==> src/hw/vedic_defs.svh <==
////////////////////
// Vedic MAC width definitions
// Operand, product and accumulator sizes shared by
// the multiplier datapath and the accumulate stage
////////////////////

`ifndef VEDIC_DEFS_SVH
`define VEDIC_DEFS_SVH

// Multiplier operand width, split into two halves
`define VEDIC_WIDTH 12

// Full product, twice the operand
`define VEDIC_PROD_WIDTH 24

// Running sum
`define MAC_ACC_WIDTH 32

`endif

==> src/hw/vedic_types_pkg.sv <==
////////////////////
// Vedic multiplier types
// Vector types for operands, quadrant halves and products
////////////////////

`default_nettype none

`include "vedic_defs.svh"

package vedic_types_pkg;

    ////////////////////
    // Full width

    typedef logic [`VEDIC_WIDTH-1:0]      operand_t;  // 12-bit operand
    typedef logic [`VEDIC_PROD_WIDTH-1:0] product_t;  // 24-bit product

    ////////////////////
    // Quadrant width

    // One half of an operand, fed to a 6x6 block
    typedef logic [`VEDIC_WIDTH/2-1:0]    half_operand_t;

    // Product of two halves
    typedef logic [`VEDIC_WIDTH-1:0]      half_product_t;

endpackage

`default_nettype wire

==> src/hw/mac_ctrl_pkg.sv <==
////////////////////
// MAC control types
// Operation code and running sum type for the
// accumulate stage
////////////////////

`default_nettype none

`include "vedic_defs.svh"

package mac_ctrl_pkg;

    ////////////////////
    // Operation select

    typedef enum logic {
        MAC_OP_LOAD = 1'b0,  // Sum takes the product
        MAC_OP_ACC  = 1'b1   // Product added to sum
    } mac_op_t;

    ////////////////////
    // Accumulator

    // Wraps modulo 2^32, carry goes to the overflow flag
    typedef logic [`MAC_ACC_WIDTH-1:0] acc_t;

endpackage

`default_nettype wire

==> src/hw/cla_adder.sv <==
////////////////////
// Carry-lookahead adder
// 4-bit lookahead groups, ripple between groups,
// zero carry-in, carry out on c
////////////////////

`timescale 1ns/1ps
`default_nettype none

module cla_adder #(
    parameter int WIDTH = 12
) (
    input  wire logic [WIDTH-1:0] a,
    input  wire logic [WIDTH-1:0] b,
    output logic      [WIDTH-1:0] sum,
    output logic                  c      // Carry out
);

    localparam int NGRP = (WIDTH + 3) / 4;  // Groups, last one may be partial
    localparam int PW   = NGRP * 4;         // Padded width

    logic [PW-1:0] gen;  // Bit generate
    logic [PW-1:0] prp;  // Bit propagate
    logic [PW:0]   cy;   // Carry into each bit

    // Zero padding gives g = p = 0 above WIDTH
    assign gen   = PW'(a) & PW'(b);
    assign prp   = PW'(a) ^ PW'(b);
    assign cy[0] = 1'b0;

    for (genvar k = 0; k < NGRP; k++) begin : g_grp
        localparam int B = 4 * k;  // Group base bit

        // Lookahead within the group from its carry-in
        assign cy[B+1] = gen[B] | (prp[B] & cy[B]);
        assign cy[B+2] = gen[B+1] | (prp[B+1] & gen[B])
                       | (prp[B+1] & prp[B] & cy[B]);
        assign cy[B+3] = gen[B+2] | (prp[B+2] & gen[B+1])
                       | (prp[B+2] & prp[B+1] & gen[B])
                       | (prp[B+2] & prp[B+1] & prp[B] & cy[B]);
        assign cy[B+4] = gen[B+3] | (prp[B+3] & gen[B+2])          // Group carry out
                       | (prp[B+3] & prp[B+2] & gen[B+1])
                       | (prp[B+3] & prp[B+2] & prp[B+1] & gen[B])
                       | (prp[B+3] & prp[B+2] & prp[B+1] & prp[B] & cy[B]);
    end

    assign sum = prp[WIDTH-1:0] ^ cy[WIDTH-1:0];
    assign c   = cy[WIDTH];  // Taken mid-group when WIDTH is not a multiple of 4

endmodule

`default_nettype wire

==> src/hw/vedic_mul3x3.sv <==
////////////////////
// 3x3 Vedic base multiplier
// Vertical and crosswise column sums, carries resolved
// column by column into a 6-bit product
////////////////////

`timescale 1ns/1ps
`default_nettype none

module vedic_mul3x3 (
    input  wire logic [2:0] a,
    input  wire logic [2:0] b,
    output logic      [5:0] rslt
);

    ////////////////////
    // Column sums

    logic       col0;  // Vertical, low bits
    logic [1:0] col1;  // Crosswise pair
    logic [2:0] col2;  // Three products plus carry
    logic [2:0] col3;  // Crosswise pair plus carry
    logic [1:0] col4;  // Vertical, high bits plus carry

    assign col0 = a[0] & b[0];

    assign col1 = {1'b0, a[1] & b[0]} + {1'b0, a[0] & b[1]};

    // Up to 4 here
    assign col2 = 3'(a[2] & b[0]) + 3'(a[1] & b[1]) + 3'(a[0] & b[2])
                + 3'(col1[1]);

    // Carry in from col2 can be 2
    assign col3 = 3'(a[2] & b[1]) + 3'(a[1] & b[2]) + 3'(col2[2:1]);

    // Never above 3 since 7*7 fits 6 bits
    assign col4 = 2'(a[2] & b[2]) + col3[2:1];

    ////////////////////
    // Product

    assign rslt = {col4, col3[0], col2[0], col1[0], col0};

endmodule

`default_nettype wire

==> src/hw/vedic_mul6x6.sv <==
////////////////////
// 6x6 Vedic multiplier
// Four 3x3 quadrant products merged by three
// 6-bit lookahead adders
////////////////////

`timescale 1ns/1ps
`default_nettype none

`include "vedic_defs.svh"

module vedic_mul6x6 import vedic_types_pkg::*; (
    input  wire half_operand_t a,
    input  wire half_operand_t b,
    output half_product_t      rslt
);

    localparam int QW = `VEDIC_WIDTH / 2;  // Quadrant product width

    logic [QW-1:0] q_ll;  // aL * bL
    logic [QW-1:0] q_lh;  // aL * bH
    logic [QW-1:0] q_hl;  // aH * bL
    logic [QW-1:0] q_hh;  // aH * bH

    vedic_mul3x3 u_mul_ll (.a(a[2:0]), .b(b[2:0]), .rslt(q_ll));
    vedic_mul3x3 u_mul_lh (.a(a[2:0]), .b(b[5:3]), .rslt(q_lh));
    vedic_mul3x3 u_mul_hl (.a(a[5:3]), .b(b[2:0]), .rslt(q_hl));
    vedic_mul3x3 u_mul_hh (.a(a[5:3]), .b(b[5:3]), .rslt(q_hh));

    ////////////////////
    // Middle term

    logic [QW-1:0] mid_sum;   // Cross products
    logic          mid_c;
    logic [QW-1:0] mid2_sum;  // Plus high half of q_ll
    logic          mid2_c;
    logic          hi_cin;    // Only one of the two carries can fire

    cla_adder #(.WIDTH(QW)) u_add_cross (
        .a   (q_lh),
        .b   (q_hl),
        .sum (mid_sum),
        .c   (mid_c)
    );

    cla_adder #(.WIDTH(QW)) u_add_mid (
        .a   ({3'b0, q_ll[5:3]}),
        .b   (mid_sum),
        .sum (mid2_sum),
        .c   (mid2_c)
    );

    assign hi_cin = mid_c | mid2_c;

    ////////////////////
    // High term

    logic [QW-1:0] hi_sum;

    // Carry out always zero, product fits 12 bits
    cla_adder #(.WIDTH(QW)) u_add_hi (
        .a   (q_hh),
        .b   ({2'b0, hi_cin, mid2_sum[5:3]}),
        .sum (hi_sum),
        .c   ()
    );

    assign rslt = {hi_sum, mid2_sum[2:0], q_ll[2:0]};

endmodule

`default_nettype wire

==> src/hw/vedic_mul12x12.sv <==
////////////////////
// 12x12 Vedic multiplier
// Four 6x6 quadrant products merged by three
// 12-bit lookahead adders into a 24-bit product
////////////////////

`timescale 1ns/1ps
`default_nettype none

`include "vedic_defs.svh"

module vedic_mul12x12 import vedic_types_pkg::*; (
    input  wire operand_t a,
    input  wire operand_t b,
    output product_t      rslt
);

    ////////////////////
    // Quadrant products

    half_product_t q_ll;  // aL * bL, weight 1
    half_product_t q_lh;  // aL * bH, weight 2^6
    half_product_t q_hl;  // aH * bL, weight 2^6
    half_product_t q_hh;  // aH * bH, weight 2^12

    vedic_mul6x6 u_mul_ll (.a(a[5:0]),  .b(b[5:0]),  .rslt(q_ll));
    vedic_mul6x6 u_mul_lh (.a(a[5:0]),  .b(b[11:6]), .rslt(q_lh));
    vedic_mul6x6 u_mul_hl (.a(a[11:6]), .b(b[5:0]),  .rslt(q_hl));
    vedic_mul6x6 u_mul_hh (.a(a[11:6]), .b(b[11:6]), .rslt(q_hh));

    ////////////////////
    // Cross sum

    half_product_t cross_sum;
    logic          cross_c;

    cla_adder #(.WIDTH(`VEDIC_WIDTH)) u_add_cross (
        .a   (q_lh),
        .b   (q_hl),
        .sum (cross_sum),
        .c   (cross_c)
    );

    // Fold in upper half of the low product
    half_product_t mid_sum;
    logic          mid_c;

    cla_adder #(.WIDTH(`VEDIC_WIDTH)) u_add_mid (
        .a   ({6'b0, q_ll[11:6]}),
        .b   (cross_sum),
        .sum (mid_sum),
        .c   (mid_c)
    );

    // Sum stays below 2^13, at most one carry set
    logic hi_cin;

    assign hi_cin = cross_c | mid_c;

    ////////////////////
    // High product

    half_product_t hi_sum;

    cla_adder #(.WIDTH(`VEDIC_WIDTH)) u_add_hi (
        .a   (q_hh),
        .b   ({5'b0, hi_cin, mid_sum[11:6]}),
        .sum (hi_sum),
        .c   ()                                  // 4095*4095 fits, never set
    );

    assign rslt = {hi_sum, mid_sum[5:0], q_ll[5:0]};

endmodule

`default_nettype wire

==> src/hw/vedic_mul_pipe.sv <==
////////////////////
// Multiplier pipeline
// Operand register, 12x12 Vedic multiplier, product
// register. Two operations in flight
////////////////////

`timescale 1ns/1ps
`default_nettype none

module vedic_mul_pipe import vedic_types_pkg::*, mac_ctrl_pkg::*; (
    input  wire logic     clk,
    input  wire logic     rst,
    input  wire logic     in_valid,   // One-cycle strobe
    input  wire mac_op_t  op,
    input  wire operand_t a,
    input  wire operand_t b,
    output logic          prod_valid,
    output mac_op_t       prod_op,
    output product_t      product
);

    ////////////////////
    // Stage 1, operands

    logic     stg1_valid;
    mac_op_t  stg1_op;
    operand_t stg1_a;
    operand_t stg1_b;

    always_ff @(posedge clk) begin
        if (rst) begin
            stg1_valid <= 1'b0;
        end else begin
            stg1_valid <= in_valid;
        end
    end

    // Captured on strobe only
    always_ff @(posedge clk) begin
        if (in_valid) begin
            stg1_op <= op;
            stg1_a  <= a;
            stg1_b  <= b;
        end
    end

    product_t mul_rslt;  // Combinational product

    vedic_mul12x12 u_mul (
        .a    (stg1_a),
        .b    (stg1_b),
        .rslt (mul_rslt)
    );

    ////////////////////
    // Stage 2, product

    always_ff @(posedge clk) begin
        if (rst) begin
            prod_valid <= 1'b0;
        end else begin
            prod_valid <= stg1_valid;
        end
    end

    always_ff @(posedge clk) begin
        if (stg1_valid) begin
            prod_op <= stg1_op;   // Op follows its product
            product <= mul_rslt;
        end
    end

endmodule

`default_nettype wire

==> src/hw/vedic_accum.sv <==
////////////////////
// Product accumulator
// Loads or adds each valid product into a 32-bit sum,
// sticky overflow on adder carry out
////////////////////

`timescale 1ns/1ps
`default_nettype none

`include "vedic_defs.svh"

module vedic_accum import vedic_types_pkg::*, mac_ctrl_pkg::*; (
    input  wire logic     clk,
    input  wire logic     rst,
    input  wire logic     prod_valid,
    input  wire mac_op_t  prod_op,
    input  wire product_t product,
    output logic          out_valid,
    output acc_t          result,     // New sum, one cycle after the product
    output logic          overflow
);

    acc_t sum_q;      // Running sum
    acc_t prod_ext;   // Product zero-extended
    acc_t add_sum;
    logic add_carry;  // Wrap past 2^32

    assign prod_ext = acc_t'(product);

    cla_adder #(.WIDTH(`MAC_ACC_WIDTH)) u_add_acc (
        .a   (sum_q),
        .b   (prod_ext),
        .sum (add_sum),
        .c   (add_carry)
    );

    ////////////////////
    // Sum and flag

    always_ff @(posedge clk) begin
        if (rst) begin
            sum_q    <= '0;
            overflow <= 1'b0;
        end else if (prod_valid) begin
            if (prod_op == MAC_OP_LOAD) begin
                sum_q    <= prod_ext;
                overflow <= 1'b0;                    // Fresh sum, flag cleared
            end else begin
                sum_q    <= add_sum;                 // Modulo 2^32
                overflow <= overflow | add_carry;    // Sticky
            end
        end
    end

    always_ff @(posedge clk) begin
        if (rst) begin
            out_valid <= 1'b0;
        end else begin
            out_valid <= prod_valid;
        end
    end

    // Held between products
    assign result = sum_q;

endmodule

`default_nettype wire

==> src/hw/vedic_mac.sv <==
////////////////////
// Vedic multiply-accumulate, top level
// 12x12 unsigned multiply pipeline feeding a 32-bit
// accumulator. Strobe to result in three clocks
////////////////////

`timescale 1ns/1ps
`default_nettype none

module vedic_mac import vedic_types_pkg::*, mac_ctrl_pkg::*; (
    input  wire logic     clk,
    input  wire logic     rst,
    input  wire logic     in_valid,   // No back-pressure
    input  wire mac_op_t  op,         // Load or accumulate
    input  wire operand_t a,
    input  wire operand_t b,
    output logic          out_valid,
    output acc_t          result,
    output logic          overflow    // Sticky until next load
);

    ////////////////////
    // Pipe to accumulator

    logic     prod_valid;
    mac_op_t  prod_op;
    product_t product;

    vedic_mul_pipe u_pipe (
        .clk        (clk),
        .rst        (rst),
        .in_valid   (in_valid),
        .op         (op),
        .a          (a),
        .b          (b),
        .prod_valid (prod_valid),
        .prod_op    (prod_op),
        .product    (product)
    );

    vedic_accum u_accum (
        .clk        (clk),
        .rst        (rst),
        .prod_valid (prod_valid),
        .prod_op    (prod_op),
        .product    (product),
        .out_valid  (out_valid),
        .result     (result),
        .overflow   (overflow)
    );

endmodule

`default_nettype wire

==> config.mk <==
export PLATFORM = sky130hd
export DESIGN_NAME = vedic_mac
export DESIGN_NICKNAME = d
export VERILOG_FILES = /design/src/hw/vedic_types_pkg.sv /design/src/hw/mac_ctrl_pkg.sv /design/src/hw/cla_adder.sv /design/src/hw/vedic_mul3x3.sv /design/src/hw/vedic_mul6x6.sv /design/src/hw/vedic_mul12x12.sv /design/src/hw/vedic_mul_pipe.sv /design/src/hw/vedic_accum.sv /design/src/hw/vedic_mac.sv
export VERILOG_INCLUDE_DIRS = /design/src /design/src/hw
export SDC_FILE = /design/constraint.sdc
export NUM_CORES = 1
export LEC_CHECK = 0
export ABC_AREA = 1
export BUFFER_PORTS_ARGS = -buffer_cell sky130_fd_sc_hd__buf_2
export CELL_PAD_IN_SITES_DETAIL_PLACEMENT = 1
export CELL_PAD_IN_SITES_GLOBAL_PLACEMENT = 1
export CORE_ASPECT_RATIO = 0.5
export CORE_UTILIZATION = 49
export CTS_BUF_LIST = sky130_fd_sc_hd__clkbuf_8
export CTS_CLUSTER_DIAMETER = 50
export CTS_CLUSTER_SIZE = 14
export DETAILED_ROUTE_END_ITERATION = 7
export PLACE_DENSITY = 0.95
export SYNTH_ARGS = -nofsm -noshare
export SYNTH_HDL_FRONTEND = slang
export SYNTH_SLANG_ARGS = --single-unit
export TNS_END_PERCENT = 20
==> constraint.sdc <==
create_clock -name clk -period 8.7 [get_ports clk]
set_input_delay 0.435 -clock clk [delete_from_list [all_inputs] [get_ports clk]]
set_output_delay 0.435 -clock clk [all_outputs]
set_load 0.02 [all_outputs]
---- Yosys cells after proc, flatten, opt, wreduce, memory -nomap -nowiden ----
Index checks and enable logic that the tools add are counted.
word-level totals
  flip-flop bits (word level) ............. 86
  output and inout bits ................... 34
  input bits .............................. 28
cells by class
  add/subtract/negate cells ............... 112
  mux-type cells .......................... 2
  bitwise operators ....................... 829
operators with widths
  operator          count
  $and A1 B1 Y1     525
  $or A1 B1 Y1      256
  $add A1 B1 Y2     48
  $xor A6 B6 Y6     16
  $add A2 B1 Y3     16
  $add A2 B2 Y3     16
  $add A3 B1 Y3     16
  $xor A12 B12 Y12  4
  $add A1 B2 Y2     16
  $and A32 B24 Y32  1
  $mux W32          1
  $xor A32 B24 Y32  1
  $xor A32 B32 Y32  1
  $and A3 B6 Y6     4
  $and A6 B6 Y6     4
  $xor A3 B6 Y6     4
  $xor A6 B4 Y6     4
  $and A5 B4 Y5     4
  $and A12 B12 Y12  1
  $and A6 B12 Y12   1
  $xor A12 B7 Y12   1
  $xor A6 B12 Y12   1
  $and A11 B7 Y11   1
  $mux W1           1

---- Logic depth before layout (Yosys ltp) ----
  depth in word-level cells ............... 60
  depth in mapped cells ................... 45
  mapped depth without buffers ............ 44

---- Modules after synthesis ----
From an unflattened synthesis, not the netlist that was laid out.
unflattened totals
  cell total of the unflattened synthesis .. 1548
  area total of the unflattened synthesis .. 12004.0 um^2
by module, submodules not included
  module                                             cells each  instances  area each (um^2)
  vedic_mul3x3                                       28          16         183.9
  cla_adder (u_pipe.u_mul.u_mul_hh.u_add_cross ...)  33          12         235.2
  vedic_accum                                        229         1          1722.9
  vedic_mul_pipe                                     56          1          1556.5
  cla_adder (u_pipe.u_mul.u_add_cross ...)           74          3          513.0
  cla_adder (u_accum.u_add_acc)                      177         1          1345.0
  vedic_mul6x6                                       4           4          15.0
  vedic_mul12x12                                     4           1          15.0

---- Least setup slack after synthesis ----
No wires, ideal clock.
  path type ............................... reg2reg
  start ................................... reg u_pipe.stg1_b[0]
  end ..................................... reg u_pipe.product[21], data pin
  clock period less this slack ............ 7586 ps
  path slack .............................. 1114 ps
  arrival time ............................ 7326 ps
  data required time ...................... 8440 ps
  stages on the path, launching flop included .. 43
  setup time .............................. 260 ps
  cell sequence ........................... edfxtp_1 clkbuf_1 nand2_1 inv_1 ha_1 inv_1 fa_1 inv_1 ha_1 ha_1 fa_1 fa_1 ha_1 a21o_1 a21oi_1 nor2_1 ha_1 xnor2_1 [7 not listed] nand2_1 nor2_1 a211oi_2 nor2_1 nand3_1 inv_2 ha_1 ha_1 a21oi_1 nand2_1 a21o_1 nand3_1 nand2_1 a21o_1 nand2_1 inv_1 ha_1 xnor2_1
on the way
  word-level cells in the longest chain between the ends .. 46
  elaborated cells on any way between the ends .. 331
  those cells by class .................... add/sub: 24; bitwise: 307
RTL lines
  what                                                  RTL line                          RTL
  start: declaration                                    vedic_mul_pipe.sv:28              operand_t stg1_b;
  start signal: assignment                              vedic_mul_pipe.sv:43              stg1_b <= b;
  $and A1 B1 Y1                                         vedic_mul3x3.sv:30                assign col2 = 3'(a[2] & b[0]) + 3'(a[1] & b[1]) + 3'(a[0] & b[2])
  $add A1 B1 Y2                                         vedic_mul3x3.sv:30
  $add A2 B1 Y3                                         vedic_mul3x3.sv:30
  $add A3 B1 Y3                                         vedic_mul3x3.sv:31                + 3'(col1[1]);
  $add A2 B2 Y3                                         vedic_mul3x3.sv:34                assign col3 = 3'(a[2] & b[1]) + 3'(a[1] & b[2]) + 3'(col2[2:1]);
  $xor A6 B6 Y6                                         cla_adder.sv:28                   assign prp = PW'(a) ^ PW'(b);
  $and A1 B1 Y1 (on tied branches)                      -
  $or A1 B1 Y1 (tied with other cells)                  cla_adder.sv:41                   assign cy[B+4] = gen[B+3] | (prp[B+3] & gen[B+2])
  [31 not listed]                                       -
  $or A1 B1 Y1 (tied with other cells)                  cla_adder.sv:41
  $or A1 B1 Y1 (tied with other cells)                  cla_adder.sv:42                   | (prp[B+3] & prp[B+2] & gen[B+1])
  $or A1 B1 Y1 / $and A1 B1 Y1 (equally long branches)  cla_adder.sv:43, cla_adder.sv:44
  $or A1 B1 Y1 *                                        cla_adder.sv:44                   | (prp[B+3] & prp[B+2] & prp[B+1] & prp[B] & cy[B]);
  $and A1 B1 Y1 *                                       cla_adder.sv:35                   assign cy[B+1] = gen[B] | (prp[B] & cy[B]);
  $or A1 B1 Y1 *                                        cla_adder.sv:35
  $xor A12 B12 Y12 *                                    cla_adder.sv:47                   assign sum = prp[WIDTH-1:0] ^ cy[WIDTH-1:0];
  named net u_pipe.mul_rslt[21]                         vedic_mul_pipe.sv:47              product_t mul_rslt;
  end signal: assignment                                vedic_mul_pipe.sv:69              product <= mul_rslt;
  end: declaration                                      vedic_mul_pipe.sv:19              output product_t product
Mark *: on every way through the listed nets, which the timed path passes. The rest lies on a longest branch.
A chain may end at the register's enable or synchronous reset.

---- Worst setup path after layout ----
  start ................................... reg u_pipe.stg1_a[0]
  end ..................................... reg u_pipe.product[21], data pin
on the way
  word-level cells in the longest chain between the ends .. 45
  elaborated cells on any way between the ends .. 327
  those cells by class .................... add/sub: 20; bitwise: 307
RTL lines
  what                                                   RTL line                                RTL
  start: declaration                                     vedic_mul_pipe.sv:27                    operand_t stg1_a;
  start signal: assignment                               vedic_mul_pipe.sv:42                    stg1_a <= a;
  $and A1 B1 Y1 (on tied branches)                       vedic_mul3x3.sv:30, vedic_mul3x3.sv:27
  $add A2 B1 Y3 / $add A1 B1 Y2 (equally long branches)  vedic_mul3x3.sv:30, vedic_mul3x3.sv:27
  $add A3 B1 Y3                                          vedic_mul3x3.sv:31
  $add A2 B2 Y3                                          vedic_mul3x3.sv:34
  $xor A6 B6 Y6                                          cla_adder.sv:28
  $and A1 B1 Y1 (on tied branches)                       -
  $or A1 B1 Y1 (tied with other cells)                   cla_adder.sv:41
  $or A1 B1 Y1 / $and A1 B1 Y1 (equally long branches)   cla_adder.sv:42, cla_adder.sv:43
  [30 not listed]                                        -
  $or A1 B1 Y1 (tied with other cells)                   cla_adder.sv:41
  $or A1 B1 Y1 (tied with other cells)                   cla_adder.sv:42
  $or A1 B1 Y1 / $and A1 B1 Y1 (equally long branches)   cla_adder.sv:43, cla_adder.sv:44
  $or A1 B1 Y1 *                                         cla_adder.sv:44
  $and A1 B1 Y1 *                                        cla_adder.sv:35
  $or A1 B1 Y1 *                                         cla_adder.sv:35
  $xor A12 B12 Y12 *                                     cla_adder.sv:47
  named net u_pipe.mul_rslt[21]                          vedic_mul_pipe.sv:47
Marked as above.

==> out/metrics.sh <==
FIRST_PASS_GRT_WIRE_LENGTH_UM=54900
CTSROOTBUFFERMASTER='sky130_fd_sc_hd__clkbuf_8'
SYNTH_SIMPLE_GATE_AREA_SHARE_PCT=16.3
DESIGN.PORTCOUNT=62
CTS_TREE='yes'
POSTSYNTHCELLCOUNT=1200
CLOCK_PATH_BUFFERS=2
HIGHEST_LAYER='met5'
YOSYS.AREA.TOP_TYPE='sky130_fd_sc_hd__ha_1'
FLOORPLAN.INITIALDENSITY_PCT=50.2
CRIT_PATH_TOP_DELAY_CELL='sky130_fd_sc_hd__fa_1'
HOLDWS_PS=148
YOSYSTOPAREACELLSHARE_PCT=20.6
DIE_W_UM=202
FINAL_LAYOUT_SIZE_SUFFIX_GT1_SHARE_PCT=12.2
CRIT_PATH_TIME_FINAL_PS=9030
WORST_SLEW_PIN_SLEW_PS=1330
NUMBER_OF_ANTENNA_VIOLATIONS_AT_THE_FIRST_CHECK_IN_GLOBAL_ROUTING=8
SETUP-VIOLATIONS-FINAL=5
DRV_SLEW=0
SYNTH.DISTINCT_CELLS=38
SYNTH_NETS=1466
WORST_R2R_ENDPOINT='u_pipe.product[21]'
NUMBER_OF_ENABLE_TYPE_REGISTER_CELLS_IN_THE_SYNTHESIZED_NETLIST=50
LARGEST_FAMILY_OF_LOGIC_CELLS_BY_SYNTHESIZED_AREA='adder cells'
PLACE_CONGESTION=0.842
RR_STARTPOINT='u_pipe.stg1_a[0]'
TIMING.CRITICAL_PATH.ARRIVAL_PS=9180
AVGVIACOUNTPERCELL=6.18
POSTSYNTH.TOPFLOPCELL='sky130_fd_sc_hd__edfxtp_1'
YOSYS-TOP-CELLS-AREA='sky130_fd_sc_hd__ha_1, sky130_fd_sc_hd__fa_1, sky130_fd_sc_hd__edfxtp_1'
POWER_DENSITY_nW_PER_UM2=479
CP_SLOWEST_STAGE_DELAY_PS=650
ROUTE.DETAILED.DRC=0
PLACEMENT.SETUP.WORST_SLACK_PS=89.6
FIRST_PASS_ITERS=6
SYNTH_SEQUENTIAL_AREA_RATIO_PCT=22.7
MAX_CAP_VIOL_COUNT=0
NUMBER_OF_CTS_INSERTED_BUFFERS=9
SYN2LAYOUT_AREA_GROWTH_PCT=11.8
CRITICAL_PATH_REQUIRED_PS=8860
ROUTED-VIA-COUNT=9593
TIMING.SLEW.HEADROOM_PCT=11.5
SYNTHARSTFLOPSHARE_PCT=0
STATUS='complete, but fails checks'
CRITPATHKIND='reg -> reg'
PORTBUFFERS=61
FAILING_CHECKS='negative setup slack'
HOLD_CLASS='in -> reg'
DRT_ITER0_MARKERS=990
SYNTH.MUX.AREA_FRACTION_PCT=0
TOTAL_POWER_mW=5.24
POSTSYNTHREGISTERBITS=86
SYNTH_COMPOUND_AREA_SHARE_PCT=6.52
CRITICAL_PATH.STARTPOINT_TYPE='flop'
WL_FINAL_UM=41600
DP_HPWL_UM=24000
CRITPATHCAPTURE='u_pipe.product[21]'
CRIT_PATH_FREQUENT_CELL='sky130_fd_sc_hd__ha_1'
YOSYS.AREA_SHARE.XOR_XNOR_PCT=5.55
WORST_REG_TO_REG_PATH_CELL_COUNT=42
LEAKAGE_nW=6.31
CLK_PIN_SLEW_WORST_PATHS_PS=150
CLOCK_SINK_COUNT=86
MAXCLOCKFREQUENCY_MHz=111
WORST_SKEW_PAIR_LATER_PIN_LATENCY_PS=450
DESIGN.DIE.AREA_UM2=20600
FIRST_GLOBAL_VIAS=10100
FF2FF_SETUP_SLACK_PS=-330
GRT_UTIL_ALL_LAYERS_PCT=35.5
GRT-OVFL-TOTAL=0
YOSYSWARNINGCOUNT=0
NETLIST_AREA_UM2=9780
DETAIL_ROUTE.WIRELENGTH.MET1_UM=14700
LAYOUT_SETUP_WS_PS=-325
NNETSFINAL=1544
FRACTION_OF_THE_MAPPED_NETLIST_AREA_IN_ADDER_CELLS_PCT=36.4
WORSTSETUPSTARTPOINT='u_pipe.stg1_a[0]'
SKEW_PS=44.9
DETAIL-ROUTE-ANTENNA-NETS=0
MET3_LENGTH_UM=4590
PATH_MAX_FANOUT=11
HOLD_VIOL=0
FLOORPLAN.CORE_AREA_UM2=19500
ROUTEDWLPERCELL_UM=26.8
DETAILROUTE.WIRELENGTH.MET2_UM=18400
FP-ROW-COUNT=36
PEAKVDDDROP_uV=344
FLOORPLAN.DIE.HEIGHT_UM=102
LARGEST_NET_DEGREE_AT_THE_START_OF_GLOBAL_ROUTING=29
MIN_PERIOD_OVER_PERIOD_PCT=104
CP-END-KIND='flop'
SYNTHESIS.AREA_PER_INSTANCE_UM2=8.15
HTREEDEPTH=3
-- layer usage --
layer | vias up | GRT usage (%)
li1 | 3871 | -
met3 | 357 | 9.79
met5 | - | 0
met2 | 759 | 61.7
met4 | 8 | 26.2
met1 | 4598 | 38.2
-- stage by stage --
| stage | utilization, % | cells | cell area (um2) | setup TNS, ps |
|---|---|---|---|---|
| final | 56.1 | 1552 | 10900 | -943 |
| after global placement | 53.2 | 1503 | 10400 | 0 |
| after global routing | 56.0 | 1549 | 10900 | -1850 |
| after floorplan | - | 1200 | 9780 | 0 |
| after CTS | 55.0 | 1540 | 10700 | 0 |
| after detailed placement | 53.2 | 1503 | 10400 | 0 |
-- power by group --
group | switching, mW | total (mW) | leakage [nW] | internal [mW]
registers | 0.0801 | 0.745 | 0.769 | 0.665
clock network | 0.205 | 0.340 | 0.107 | 0.135
logic | 2.58 | 4.15 | 5.44 | 1.58
-- flip-flops by register name, summed over array words and instances (netlist names) --
name / cells
u_accum.out_valid: 1
u_accum.overflow: 1
u_accum.result: 32
u_pipe.prod_op: 1
u_pipe.prod_valid: 1
u_pipe.product: 24
u_pipe.stg1_a: 12
u_pipe.stg1_b: 12
u_pipe.stg1_op: 1
u_pipe.stg1_valid: 1
-- cell usage after synthesis, types with 2 or more instances --
| library cell | number |
|---|---|
| sky130_fd_sc_hd__nand3b_1 | 5 |
| sky130_fd_sc_hd__xnor2_1 | 36 |
| sky130_fd_sc_hd__a221oi_1 | 2 |
| sky130_fd_sc_hd__edfxtp_1 | 50 |
| sky130_fd_sc_hd__dfxtp_1 | 36 |
| sky130_fd_sc_hd__a31oi_1 | 14 |
| sky130_fd_sc_hd__a22o_1 | 4 |
| sky130_fd_sc_hd__nor3_1 | 3 |
| sky130_fd_sc_hd__a211oi_1 | 2 |
| sky130_fd_sc_hd__nand2_2 | 8 |
| sky130_fd_sc_hd__buf_1 | 2 |
| sky130_fd_sc_hd__inv_2 | 4 |
| sky130_fd_sc_hd__nor2_1 | 41 |
| sky130_fd_sc_hd__a21o_1 | 14 |
| sky130_fd_sc_hd__clkbuf_1 | 32 |
| sky130_fd_sc_hd__nand4_1 | 2 |
| sky130_fd_sc_hd__xor2_1 | 26 |
| sky130_fd_sc_hd__o21ai_1 | 2 |
| sky130_fd_sc_hd__o221ai_1 | 3 |
| sky130_fd_sc_hd__inv_1 | 288 |
| sky130_fd_sc_hd__o211ai_1 | 2 |
| sky130_fd_sc_hd__nand2_4 | 3 |
| sky130_fd_sc_hd__ha_1 | 161 |
| sky130_fd_sc_hd__nor3_2 | 2 |
| sky130_fd_sc_hd__nand3_1 | 46 |
| sky130_fd_sc_hd__a21oi_1 | 50 |
| sky130_fd_sc_hd__nand2_1 | 267 |
| sky130_fd_sc_hd__clkinv_1 | 2 |
| sky130_fd_sc_hd__o21ai_0 | 8 |
| sky130_fd_sc_hd__fa_1 | 77 |
-- worst max-delay path, delay by kind of cell (launching register included) --
| family | cells | cell delay [ps] |
|---|---|---|
| adder cells (fa/ha/maj) | 13 | 4250 |
| AND/OR/NAND/NOR | 12 | 1540 |
| AO/OA/AOI/OAI | 6 | 1200 |
| buffers and inverters | 8 | 940 |
| flip-flops | 1 | 400 |
| XOR/XNOR | 3 | 400 |
-- cells by family (layout without fill, tap and decap cells) --
kind of cell             count (synthesis)  after routing
AO/OA/AOI/OAI                          105            105
XOR/XNOR                                62             62
adder cells (fa/ha/maj)                238            238
buffers and inverters                  328            411
flip-flops                              86             86
other                                    0              3
AND/OR/NAND/NOR                        381            381
-- area by class of cell --
class / instances / area (um2)
Timing Repair Buffer: 101 / 609
Clock buffer: 9 / 124
Clock inverter: 7 / 73.8
Fill cell: 2411 / 8570
Inverter: 294 / 1100
Antenna cell: 3 / 7.51
Tap cell: 266 / 333
Multi-Input combinational cell: 786 / 6460
Sequential cell: 86 / 2220
-- what timing repair did --
action                                  in CTS  in global routing
setup buffers                               21                  9
endpoints found under the setup margin       2                  7
hold buffers                                 0                  0
gates resized for setup                      0                 23
gates cloned                                 0                  0
pin swaps                                    0                 17
-- how the worst min path moves through the flow --
stage,startpoint,endpoint,cells after the start
after detailed placement,u_pipe.stg1_op,u_pipe.prod_op,0
after global placement,u_pipe.stg1_op,u_pipe.prod_op,0
after CTS,a[9],u_pipe.stg1_a[9],1
final,a[6],u_pipe.stg1_a[6],1
after floorplan,u_pipe.stg1_op,u_pipe.prod_op,0
after global routing,a[6],u_pipe.stg1_a[6],1
-- layout by cell type (no fill, tap or decap), types with 4 or more instances in the layout --
cell type,count
sky130_fd_sc_hd__clkbuf_8,9
sky130_fd_sc_hd__a31oi_1,14
sky130_fd_sc_hd__ha_1,155
sky130_fd_sc_hd__xnor2_1,35
sky130_fd_sc_hd__fa_1,77
sky130_fd_sc_hd__buf_4,39
sky130_fd_sc_hd__a21oi_2,6
sky130_fd_sc_hd__dfxtp_1,36
sky130_fd_sc_hd__nand2_2,11
sky130_fd_sc_hd__a21o_1,14
sky130_fd_sc_hd__inv_2,5
sky130_fd_sc_hd__a21oi_1,44
sky130_fd_sc_hd__nand2_1,264
sky130_fd_sc_hd__o21ai_0,8
sky130_fd_sc_hd__edfxtp_1,50
sky130_fd_sc_hd__nand3_1,46
sky130_fd_sc_hd__xor2_1,26
sky130_fd_sc_hd__nor2_1,41
sky130_fd_sc_hd__ha_4,6
sky130_fd_sc_hd__a22o_1,4
sky130_fd_sc_hd__buf_2,61
sky130_fd_sc_hd__inv_1,288
sky130_fd_sc_hd__nand3b_1,5
Note: power is estimated with default switching activity, not from simulation.
